==> src/core_pkg.sv <==
// shared widths and encodings for the mem/wb pipeline end; codes follow rv32 funct3 where they apply
package core_pkg;

	// --------------------
	// widths
	// --------------------
	localparam int xlen       = 32;
	localparam int reg_addr_w = 5;
	// outgoing cop word is {1'b0, nc, cop}
	localparam int l1d_cop_w  = 4;

	// --------------------
	// access size seen by the cache and the lane logic
	// --------------------
	typedef logic [2:0] access_size_t;

	localparam access_size_t size_byte = 3'd0;
	localparam access_size_t size_half = 3'd1;
	localparam access_size_t size_word = 3'd2;

	// --------------------
	// load extension, funct3 meaning
	// --------------------
	typedef logic [2:0] sx_op_t;

	localparam sx_op_t lb  = 3'd0;
	localparam sx_op_t lh  = 3'd1;
	localparam sx_op_t lw  = 3'd2;
	localparam sx_op_t lbu = 3'd4;
	localparam sx_op_t lhu = 3'd5;

	// cache operation
	typedef logic [1:0] l1d_cop_t;

	localparam l1d_cop_t cop_load  = 2'd0;
	localparam l1d_cop_t cop_store = 2'd1;

	// one cache word, seen whole or lane by lane
	typedef union packed {
		logic [xlen-1:0]  word;
		logic [3:0][7:0]  lanes;
	} load_word_u;

endpackage

==> src/core_load_align.sv <==
// byte_off must suit the access size; halfword picks use byte_off[1] only
`timescale 1ns/1ps

module core_load_align import core_pkg::*; (
	input  logic [xlen-1:0] rsp_data,
	input  logic [1:0]      byte_off,
	input  sx_op_t          sx_op,
	output logic [xlen-1:0] load_value
);

	load_word_u  rsp_word;
	logic [7:0]  sel_byte;
	logic [15:0] sel_half;

	assign rsp_word.word = rsp_data;

	// lane pick
	assign sel_byte = rsp_word.lanes[byte_off];
	assign sel_half = byte_off[1] ? rsp_word.word[31:16] : rsp_word.word[15:0];

	// --------------------
	// extension
	// --------------------
	always_comb begin
		case (sx_op)
			lb: begin
				load_value = {{(xlen-8){sel_byte[7]}}, sel_byte};
			end
			lh: begin
				load_value = {{(xlen-16){sel_half[15]}}, sel_half};
			end
			lbu: begin
				load_value = {{(xlen-8){1'b0}}, sel_byte};
			end
			lhu: begin
				load_value = {{(xlen-16){1'b0}}, sel_half};
			end
			lw: begin
				load_value = rsp_word.word;
			end
			default: begin
				// unused codes fall back to the whole word
				load_value = rsp_word.word;
			end
		endcase
	end

endmodule

==> src/core_mem_s.sv <==
// request outputs are combinational from the inputs; kill beats enable; no misaligned-access check
`timescale 1ns/1ps

module core_mem_s import core_pkg::*; #(
	parameter logic [xlen-1:0] nc_base = '0,
	parameter logic [xlen-1:0] nc_mask = '0
) (
	input  logic                  clk,
	input  logic                  rst_n,
	input  logic                  mem_enb,
	input  logic                  mem_kill,
	input  logic                  val_inst,
	// data from execute
	input  logic [xlen-1:0]       alu_result,
	input  logic [xlen-1:0]       pc_4,
	input  logic [xlen-1:0]       wrt_data,
	// control from execute
	input  sx_op_t                wb_sx_op,
	input  logic                  we_reg_file,
	input  logic                  sel_mem,
	input  logic [reg_addr_w-1:0] rd,
	input  logic                  l1d_req_val_in,
	input  l1d_cop_t              l1d_req_cop_in,
	input  access_size_t          l1d_req_size_in,
	// store-data bypass from write-back
	input  logic                  bp_sel,
	input  logic [xlen-1:0]       bp_wb_data,
	// l1d request
	output logic                  l1d_req_val,
	output logic [l1d_cop_w-1:0]  l1d_req_cop,
	output access_size_t          l1d_req_size,
	output logic [xlen-1:0]       l1d_req_addr,
	output logic [xlen-1:0]       l1d_req_wdata,
	// forwarding back to execute
	output logic [xlen-1:0]       exe_bp_data,
	// stage register towards write-back
	output logic [xlen-1:0]       wb_alu_result,
	output logic [xlen-1:0]       wb_pc_4,
	output logic                  wb_we,
	output logic                  wb_sel_mem,
	output sx_op_t                wb_sx_op_r,
	output logic [reg_addr_w-1:0] wb_rd,
	output logic                  wb_val
);

	logic [xlen-1:0] st_data;
	logic            non_cacheable;

	// --------------------
	// stage register
	// --------------------
	always_ff @(posedge clk) begin
		if (!rst_n || mem_kill) begin
			wb_alu_result <= '0;
			wb_pc_4       <= '0;
			wb_we         <= 1'b0;
			wb_sel_mem    <= 1'b0;
			wb_sx_op_r    <= '0;
			wb_rd         <= '0;
			wb_val        <= 1'b0;
		end else if (mem_enb) begin
			wb_alu_result <= alu_result;
			wb_pc_4       <= pc_4;
			wb_we         <= we_reg_file;
			wb_sel_mem    <= sel_mem;
			wb_sx_op_r    <= wb_sx_op;
			wb_rd         <= rd;
			wb_val        <= val_inst;
		end
	end

	// --------------------
	// l1d request
	// --------------------
	// address bits outside the mask must match the base
	assign non_cacheable = ((alu_result & ~nc_mask) == nc_base);

	assign l1d_req_val  = l1d_req_val_in;
	assign l1d_req_cop  = {1'b0, non_cacheable, l1d_req_cop_in};
	assign l1d_req_size = l1d_req_size_in;
	assign l1d_req_addr = alu_result;

	// store data, bypassed value wins when selected
	assign st_data = bp_sel ? bp_wb_data : wrt_data;

	// replicate low bytes so every lane carries the data
	always_comb begin
		case (l1d_req_size_in)
			size_byte: l1d_req_wdata = {4{st_data[7:0]}};
			size_half: l1d_req_wdata = {2{st_data[15:0]}};
			size_word: l1d_req_wdata = st_data;
			default:   l1d_req_wdata = st_data;
		endcase
	end

	// unregistered alu result for execute forwarding
	assign exe_bp_data = alu_result;

endmodule

==> src/core_wb_s.sv <==
// purely combinational; the load response must stay valid for as long as the stage holds
`timescale 1ns/1ps

module core_wb_s import core_pkg::*; (
	// from the memory-stage register
	input  logic [xlen-1:0]       wb_alu_result,
	input  logic                  wb_we,
	input  logic                  wb_sel_mem,
	input  sx_op_t                wb_sx_op,
	input  logic [reg_addr_w-1:0] wb_rd,
	input  logic                  wb_val,
	// fixed-latency load word from l1d
	input  logic [xlen-1:0]       l1d_rsp_data,
	// register-file write port
	output logic                  rf_we,
	output logic [reg_addr_w-1:0] rf_rd,
	output logic [xlen-1:0]       rf_wdata
);

	logic [xlen-1:0] load_value;
	logic            rd_is_zero;

	// --------------------
	// load alignment
	// --------------------
	core_load_align i_core_load_align (
		.rsp_data   (l1d_rsp_data),
		.byte_off   (wb_alu_result[1:0]),
		.sx_op      (wb_sx_op),
		.load_value (load_value)
	);

	// --------------------
	// result select
	// --------------------
	assign rf_wdata = wb_sel_mem ? load_value : wb_alu_result;

	// x0 is never written
	assign rd_is_zero = (wb_rd == '0);

	assign rf_we = wb_we && wb_val && !rd_is_zero;
	assign rf_rd = wb_rd;

endmodule

==> src/core_mem_wb.sv <==
// nc window set by parameters; no back-pressure, stall only through mem_enb
`timescale 1ns/1ps

module core_mem_wb import core_pkg::*; #(
	parameter logic [xlen-1:0] nc_base = 32'h4000_0000,
	parameter logic [xlen-1:0] nc_mask = 32'h0FFF_FFFF
) (
	input  logic                  clk,
	input  logic                  rst_n,
	// stage strobes
	input  logic                  mem_enb,
	input  logic                  mem_kill,
	input  logic                  val_inst,
	// execute results
	input  logic [xlen-1:0]       alu_result,
	input  logic [xlen-1:0]       pc_4,
	input  logic [xlen-1:0]       wrt_data,
	input  sx_op_t                wb_sx_op,
	input  logic                  we_reg_file,
	input  logic                  sel_mem,
	input  logic [reg_addr_w-1:0] rd,
	input  logic                  l1d_req_val_in,
	input  l1d_cop_t              l1d_req_cop_in,
	input  access_size_t          l1d_req_size_in,
	input  logic                  bp_sel,
	// l1d
	output logic                  l1d_req_val,
	output logic [l1d_cop_w-1:0]  l1d_req_cop,
	output access_size_t          l1d_req_size,
	output logic [xlen-1:0]       l1d_req_addr,
	output logic [xlen-1:0]       l1d_req_wdata,
	input  logic [xlen-1:0]       l1d_rsp_data,
	// forwarding and observe
	output logic [xlen-1:0]       exe_bp_data,
	output logic [xlen-1:0]       wb_pc_4,
	// register file
	output logic                  rf_we,
	output logic [reg_addr_w-1:0] rf_rd,
	output logic [xlen-1:0]       rf_wdata
);

	// --------------------
	// mem to wb
	// --------------------
	logic [xlen-1:0]       wb_alu_result;
	logic                  wb_we;
	logic                  wb_sel_mem;
	sx_op_t                wb_sx_op_r;
	logic [reg_addr_w-1:0] wb_rd;
	logic                  wb_val;

	core_mem_s #(
		.nc_base (nc_base),
		.nc_mask (nc_mask)
	) i_core_mem_s (
		.clk             (clk),
		.rst_n           (rst_n),
		.mem_enb         (mem_enb),
		.mem_kill        (mem_kill),
		.val_inst        (val_inst),
		.alu_result      (alu_result),
		.pc_4            (pc_4),
		.wrt_data        (wrt_data),
		.wb_sx_op        (wb_sx_op),
		.we_reg_file     (we_reg_file),
		.sel_mem         (sel_mem),
		.rd              (rd),
		.l1d_req_val_in  (l1d_req_val_in),
		.l1d_req_cop_in  (l1d_req_cop_in),
		.l1d_req_size_in (l1d_req_size_in),
		.bp_sel          (bp_sel),
		// write-back result loops back as the store bypass
		.bp_wb_data      (rf_wdata),
		.l1d_req_val     (l1d_req_val),
		.l1d_req_cop     (l1d_req_cop),
		.l1d_req_size    (l1d_req_size),
		.l1d_req_addr    (l1d_req_addr),
		.l1d_req_wdata   (l1d_req_wdata),
		.exe_bp_data     (exe_bp_data),
		.wb_alu_result   (wb_alu_result),
		.wb_pc_4         (wb_pc_4),
		.wb_we           (wb_we),
		.wb_sel_mem      (wb_sel_mem),
		.wb_sx_op_r      (wb_sx_op_r),
		.wb_rd           (wb_rd),
		.wb_val          (wb_val)
	);

	core_wb_s i_core_wb_s (
		.wb_alu_result (wb_alu_result),
		.wb_we         (wb_we),
		.wb_sel_mem    (wb_sel_mem),
		.wb_sx_op      (wb_sx_op_r),
		.wb_rd         (wb_rd),
		.wb_val        (wb_val),
		.l1d_rsp_data  (l1d_rsp_data),
		.rf_we         (rf_we),
		.rf_rd         (rf_rd),
		.rf_wdata      (rf_wdata)
	);

endmodule

==> config.mk <==
export PLATFORM = sky130hd
export DESIGN_NAME = core_mem_wb
export DESIGN_NICKNAME = d
export VERILOG_FILES = /design/src/core_pkg.sv /design/src/core_load_align.sv /design/src/core_mem_s.sv /design/src/core_wb_s.sv /design/src/core_mem_wb.sv
export SDC_FILE = /design/constraint.sdc
export NUM_CORES = 1
export LEC_CHECK = 0
export BUFFER_PORTS_ARGS = -buffer_cell sky130_fd_sc_hd__buf_4
export CAP_MARGIN = 0
export CORE_AREA = 2 2 124 126
export CTS_BUF_LIST = sky130_fd_sc_hd__clkbuf_8
export CTS_CLUSTER_DIAMETER = 100
export DETAILED_ROUTE_END_ITERATION = 12
export DIE_AREA = 0 0 126 128
export PLACE_DENSITY = 0.68
export SETUP_SLACK_MARGIN = 0.05
export SLEW_MARGIN = 40
export SYNTH_ARGS = -nofsm -noshare
export SYNTH_HDL_FRONTEND = slang
export SYNTH_SLANG_ARGS = --single-unit
export TNS_END_PERCENT = 20
==> constraint.sdc <==
create_clock -name clk -period 2.83 [get_ports clk]
set_clock_uncertainty 0.2 [all_clocks]
set_input_delay 0.566 -clock clk [delete_from_list [all_inputs] [get_ports clk]]
set_output_delay 0.566 -clock clk [all_outputs]
set_load 0.05 [all_outputs]
==> metrics, run 1 <==
number of rows in the core area 45; Hold/Removal Path Class primary input to flip-flop; drt pass-1 iters 4; net switching power 1.460 mW; max_slew headroom 52.95%; main combinational cell family by area after synthesis compound AO/OA/AOI/OAI gates; deepest clock path buffer count 2; effective utilization at floorplan 34.71%; Top delay family on crit path multiplexers; per-instance average area after synthesis 8.162 sq um; maximum number of pins on one net before global-route repair 46; share of cells above drive strength 1 56.13%; basic-gate share of the synthesized area counting and, or, nand and nor cells 16.83%; top cells by area in the synthesized netlist dfxtp_1, mux2i_1, buf_4, nor2_1, nand2_1; number of levels in the clock H-tree 3; number of distinct library cell variants in the gate-level netlist after synthesis 57; initial antenna violation count 0; total of max-cap violations 0; root buffer cell clkbuf_8; clk sink count 75; leading cell type in the layout, fill and taps excluded buf_4; clock latency on the worst-skew pair 0.35 ns; GR Overflow Total 0; total power density per cell area 407.2 nW/um^2; Final setup viols 25; Buf+Inv Stages, Crit Path 2; TritonCTS clock tree yes; compound-gate portion of the synthesized area 19.21%; violated checks negative setup slack; post-synthesis share of cell area spent on full adders, half adders and majority gates 0%; final critical delay including setup and external delays 3.018 ns; transition time of the tightest slew-check pin 0.7058 ns; top library cells by usage in the layout, fill and taps aside buf_4, nor2_1, mux2i_1, dfxtp_1, nand2_1; Post-Place Cell Area 8099 sq um; cell with the largest stage delay on the worst path mux4_2; xor/xnor share of the synthesized area 0%; CP peak stage delay 0.50 ns; IO Port Bufs 316; part of the total power dissipated in sequential elements 31.0%; part of the total power dissipated in the clock network 25.1%; startpoint type of the worst setup path flip-flop; Int Power 2.137 mW; combinational cell fraction of total power 44.0%; vias in the first global route 5564; maximum resistive drop on vdd 0.2439 mV; worst setup slack for register-to-register paths 1.62 ns; fraction of post-synthesis cell area in the top cell type by area 29.11%; area of the die 16130 sq um; detailed router's first-iteration violation count 224; number of fillers in the final layout 1331; synthesized instance count 632; Final Max Tran Viols 0; Crit. End Element output port; Warnings, synthesis 0; cell area after synthesis 5159 sq um; post-route setup TNS -2.561 ns; Cell Chain, Critical Path mux2_4 > o211ai_4 > buf_6 > and2_4 > a31oi_4 > mux4_2 > buf_8; Post-Synthesis Net Count 782; number of enable flip-flop cells after synthesis 0; final hold slack 0.2369 ns; Layout Cell Area excl Fill 8835 sq um; post-detailed-route count of antenna-violating nets 0; final weighted congestion in routability-driven placement 0.9143; horizontal extent of the die 126 um; first-pass GRT wire length 30770 um; drt via density 5.233; dpl hpwl 16790 um; pre-CTS setup slack -0.2832 ns; Ports 324; post-CTS clock slew at the launch and capture registers of the worst setup and hold paths 0.10 ns; endpoint required time on the critical path 2.06 ns; critical path arrival 2.25 ns; Net Sw Frac 40.59%; hold-fix buffers at CTS 0; critical path type flip-flop to output port; multiplexer fraction of the synthesized cell area 19.02%; final clock period utilization by the worst path 106.7%; number of synthesized register bits 75; number of remaining DRC errors 0; Core Region 14860 sq um; status complete, but fails checks; Num CTS Buffers 9; die outline height 128 um; static leakage 3.960 nW; maximum clock frequency 0.3313 GHz; fraction of registers with async set or reset after synthesis 0%; Synth-to-Final Area Change 71.26%; total number of vias 5803; RSZ-0062 raised after global routing true; Synth Flop Type dfxtp_1; Routed WL per cell 18.96 um; total global routing track utilization 24.63%; slack of the critical path -0.1883 ns; Crit Path Max Fanout 7; routed wire length 21030 um; final-stage net count 1066; hold violation count in the final report 0; overall power 3.597 mW; cell type with the highest aggregate area in the netlist dfxtp_1; share of the yosys chip area belonging to registers 29.11%; number of antenna diodes 0
-- tightest hold or removal path, stage by stage --
cell	delay, ns
buf_4	0.08
mux2i_1	0.05
nor2_1	0.07
-- registers in the layout, indices dropped and copies added, names as in the netlist --
signal	cells
i_core_mem_s.wb_pc_4	32
i_core_mem_s.wb_alu_result	32
i_core_mem_s.wb_sel_mem	1
i_core_mem_s.wb_sx_op_r	3
i_core_mem_s.wb_val	1
i_core_mem_s.wb_rd	5
i_core_mem_s.wb_we	1
-- worst paths after layout --
path | startpoint | endpoint | depth (start not counted)
worst min register to register | i_core_mem_s.wb_alu_result[28]$_SDFFE_PP0P_ | i_core_mem_s.wb_alu_result[28]$_SDFFE_PP0P_ | 2
worst max register to register | i_core_mem_s.wb_sel_mem$_SDFFE_PP0P_ | i_core_mem_s.wb_sel_mem$_SDFFE_PP0P_ | 3
worst min-delay path | pc_4[12] | i_core_mem_s.wb_pc_4[12]$_SDFFE_PP0P_ | 3
worst max-delay path | i_core_mem_s.wb_alu_result[1]$_SDFFE_PP0P_ | l1d_req_wdata[22] | 7
-- synthesized netlist by cell type (5+ instances only) --
master / instances
a2111oi_0: 7
a211oi_1: 12
a21oi_1: 26
a311oi_1: 11
a31oi_1: 18
a41oi_1: 9
and3b_1: 7
buf_2: 11
buf_4: 73
buf_6: 5
clkbuf_1: 28
dfxtp_1: 75
mux2_2: 9
mux2i_1: 77
nand2_1: 46
nand2b_1: 10
nor2_1: 116
o211ai_1: 5
o21ai_0: 20
o22ai_1: 8
o32ai_1: 7
-- routing by layer --
metal | vias to the layer above | wire length [um] | GRT usage [%]
met5 | - | 0 | 0
met4 | 0 | 982 | 12.35
met3 | 60 | 1450 | 4.633
met2 | 302 | 10330 | 42.41
met1 | 2691 | 8263 | 29.43
li1 | 2750 | - | -
-- cells by family after synthesis --
family,after synthesis
AO/OA/AOI/OAI,139
buffers and inverters,127
flip-flops,75
multiplexers,93
other,1
AND/OR/NAND/NOR,197
-- through the flow --
stage	utilization, %	std cells
2_1_floorplan	-	632
3_3_place_gp	54.49	1082
3_5_place_dp	54.49	1082
4_1_cts	58.61	1107
5_1_grt	59.44	1109
6_report	59.44	1109
-- power by group through the flow --
| stage | registers, mW | logic, mW | clock network [mW] |
|---|---|---|---|
| final | 1.11 | 1.58 | 0.902 |
| after global routing | 1.12 | 1.65 | 0.975 |
| after CTS | 1.11 | 1.56 | 0.933 |
| after detailed placement | 1.14 | 1.49 | 0 |
| after global placement | 1.14 | 1.48 | 0 |
| after floorplan | 1.19 | 0.944 | 0 |
-- area by class of cell --
class / count / area [sq um] / area share [%]
tap: 188 / 235.2 / 2.663
sequential: 75 / 1521 / 17.22
multi-input combinational: 430 / 3585 / 40.58
clock buffer: 9 / 123.9 / 1.402
clock inverter: 7 / 87.58 / 0.9914
timing repair buffer: 395 / 3262 / 36.92
inverter: 5 / 20.02 / 0.2266
-- repair_timing --
item	4_1_cts	5_1_grt
resized for setup	75	19
buffers inserted	8	2
pin swaps	26	12
cloned	1	0
setup endpoints to repair	61	54
(Power assumes the default switching activity.)
==> run 2, diff against run 1 <==
Settings changed: REMOVE_ABC_BUFFERS from default to 1.
==> run 2 against run 1 <==
  * The run still ends with negative setup slack left
  * Design area shrank 6.9%
  * Combinational power shrank 8%
  * Utilization shrank 4.1 points
  * Die area is the same
  * Worst setup slack lost 0.020 ns
  * Global-route usage grew 0.13 points
  * First-iteration DRC count grew 32%
  * Count of clock-buffer cells in the layout is the same
  * Critical path depth grew 1
  * Non-clock buffer count shrank 4
  * Via count shrank 1.3%
  * Maximum frequency shrank 0.67%
  * Critical endpoint is now l1d_req_wdata[26]
  * Largest cell class unchanged
==> metrics, run 2 (synthesized netlist as in run 1, its figures left out) <==
drt pass-1 iters 5; maximum resistive drop on vdd 0.3124 mV; Num CTS Buffers 9; slack of the critical path -0.2086 ns; cell with the largest stage delay on the worst path dfxtp_4; critical path arrival 2.27 ns; endpoint required time on the critical path 2.06 ns; detailed router's first-iteration violation count 295; initial antenna violation count 0; Cell Chain, Critical Path buf_6 > mux4_2 > nand2b_1 > a21oi_2 > buf_6 > o211ai_1 > a311oi_2 > buf_6; hold violation count in the final report 0; share of cells above drive strength 1 52.18%; Worst path depth 8; final critical delay including setup and external delays 3.039 ns; total number of vias 5727; IO Port Bufs 316; number of rows in the core area 45; clk sink count 75; post-detailed-route count of antenna-violating nets 0; critical path type flip-flop to output port; area of the die 16130 sq um; clock latency on the worst-skew pair 0.37 ns; final instance count without filler cells 1104; maximum number of pins on one net before global-route repair 76; CP peak stage delay 0.38 ns; leading cell type in the layout, fill and taps excluded buf_4; total global routing track utilization 24.76%; pre-CTS setup slack -0.1005 ns; Top delay family on crit path compound AO/OA/AOI/OAI gates; transition time of the tightest slew-check pin 0.6334 ns; number of levels in the clock H-tree 3; maximum clock frequency 0.3291 GHz; total power density per cell area 428.5 nW/um^2; largest registers i_core_mem_s.wb_alu_result x32, i_core_mem_s.wb_pc_4 x32, i_core_mem_s.wb_rd x5; Core Region 14860 sq um; post-route setup TNS -3.494 ns; first-pass GRT wire length 31040 um; vias in the first global route 5705; final clock period utilization by the worst path 107.4%; final weighted congestion in routability-driven placement 0.8682; combined area of the multi-input logic cells 3163 sq um; root buffer cell clkbuf_8; number of fillers in the final layout 1389; Buf+Inv Stages, Crit Path 3; Hold Path Depth 3; Final Max Tran Viols 0; horizontal extent of the die 126 um; status complete, but fails checks; top library cells by usage in the layout, fill and taps aside buf_4, nor2_1, mux2i_1, dfxtp_1, nand2_1; Storage cell area 1515 sq um; Routed WL per cell 19.16 um; GR Overflow Total 0; deepest clock path buffer count 2; Register-to-Register Path Depth 4; startpoint type of the worst setup path flip-flop; max_slew headroom 57.77%; dpl hpwl 15770 um; Post-Place Cell Area 7566 sq um; TritonCTS clock tree yes; effective utilization at floorplan 34.71%; RSZ-0062 raised after global routing true; static leakage 3.871 nW; violated checks negative setup slack; post-CTS clock slew at the launch and capture registers of the worst setup and hold paths 0.09 ns; routed wire length 21150 um; Hold/Removal Path Class primary input to flip-flop; die outline height 128 um; total of max-cap violations 0; drt via density 5.188; cell mode on critical path buf_6; number of antenna diodes 0; Ports 324; Crit. End Element output port; number of remaining DRC errors 0; Synth-to-Final Area Change 59.50%; Final setup viols 37; number of instances in the placed design 1082; final hold slack 0.2228 ns; Layout Cell Area excl Fill 8228 sq um; Crit Path Max Fanout 5; final-stage net count 1062
[run 2: changes by cell type in the layout (fill, tap and decap cells not counted), sizes merged]
cell	change
buf	-3
clkinv	+2
bufbuf	-1
inv	-5
bufinv	+1
clkinvlp	+1
[run 2: metal layers]
metal / track usage (%) / up-vias / routed length [um]
met4: 9.696 / 0 / 513
met1: 30.70 / 2657 / 8843
met3: 5.634 / 30 / 1603
met2: 41.84 / 307 / 10190
met5: 0 / - / 0
li1: - / 2733 / -
[run 2: through the flow]
stage | total power [mW] | utilization [%]
2_1_floorplan | 1.727 | -
3_3_place_gp | 2.513 | 50.90
3_5_place_dp | 2.519 | 50.90
4_1_cts | 3.504 | 53.81
5_1_grt | 3.667 | 55.35
6_report | 3.526 | 55.35
[run 2: area by class of cell]
cell class | instances | share of cell area, %
repair buffers | 391 | 37.45
well taps | 188 | 2.859
inverters | 5 | 0.2281
clock inverters | 6 | 1.095
clock buffers | 9 | 1.505
flip-flops and latches | 75 | 18.42
multi-input cells | 430 | 38.44
[run 2: final timing paths]
kind | from | to | slack [ns]
max | i_core_mem_s.wb_alu_result[0]$_SDFFE_PP0P_ | l1d_req_wdata[26] | -0.21
min | wb_sx_op[2] | i_core_mem_s.wb_sx_op_r[2]$_SDFFE_PP0P_ | 0.22
max reg2reg | i_core_mem_s.wb_sx_op_r[1]$_SDFFE_PP0P_ | i_core_mem_s.wb_sx_op_r[1]$_SDFFE_PP0P_ | 1.58
min reg2reg | i_core_mem_s.wb_pc_4[22]$_SDFFE_PP0P_ | i_core_mem_s.wb_pc_4[22]$_SDFFE_PP0P_ | 0.30
[run 2: timing repair]
item                       4_1_cts  5_1_grt
hold buffers                     0        0
resized for setup               49       35
buffers inserted                 4        3
setup endpoints to repair       57       57
pin swaps                       14       17
[run 2: worst min-delay path: cells and delay by family]
kind	cells	cell delay, ns
simple gates	1	0.07
mux	1	0.05
buf+inv	1	0.08
[run 2: power by group]
group	switching [mW]	internal [mW]	total [mW]	leakage, nW
combinational	0.907	0.557	1.46	3.15
sequential	0.0247	1.09	1.11	0.614
clock	0.455	0.495	0.950	0.106
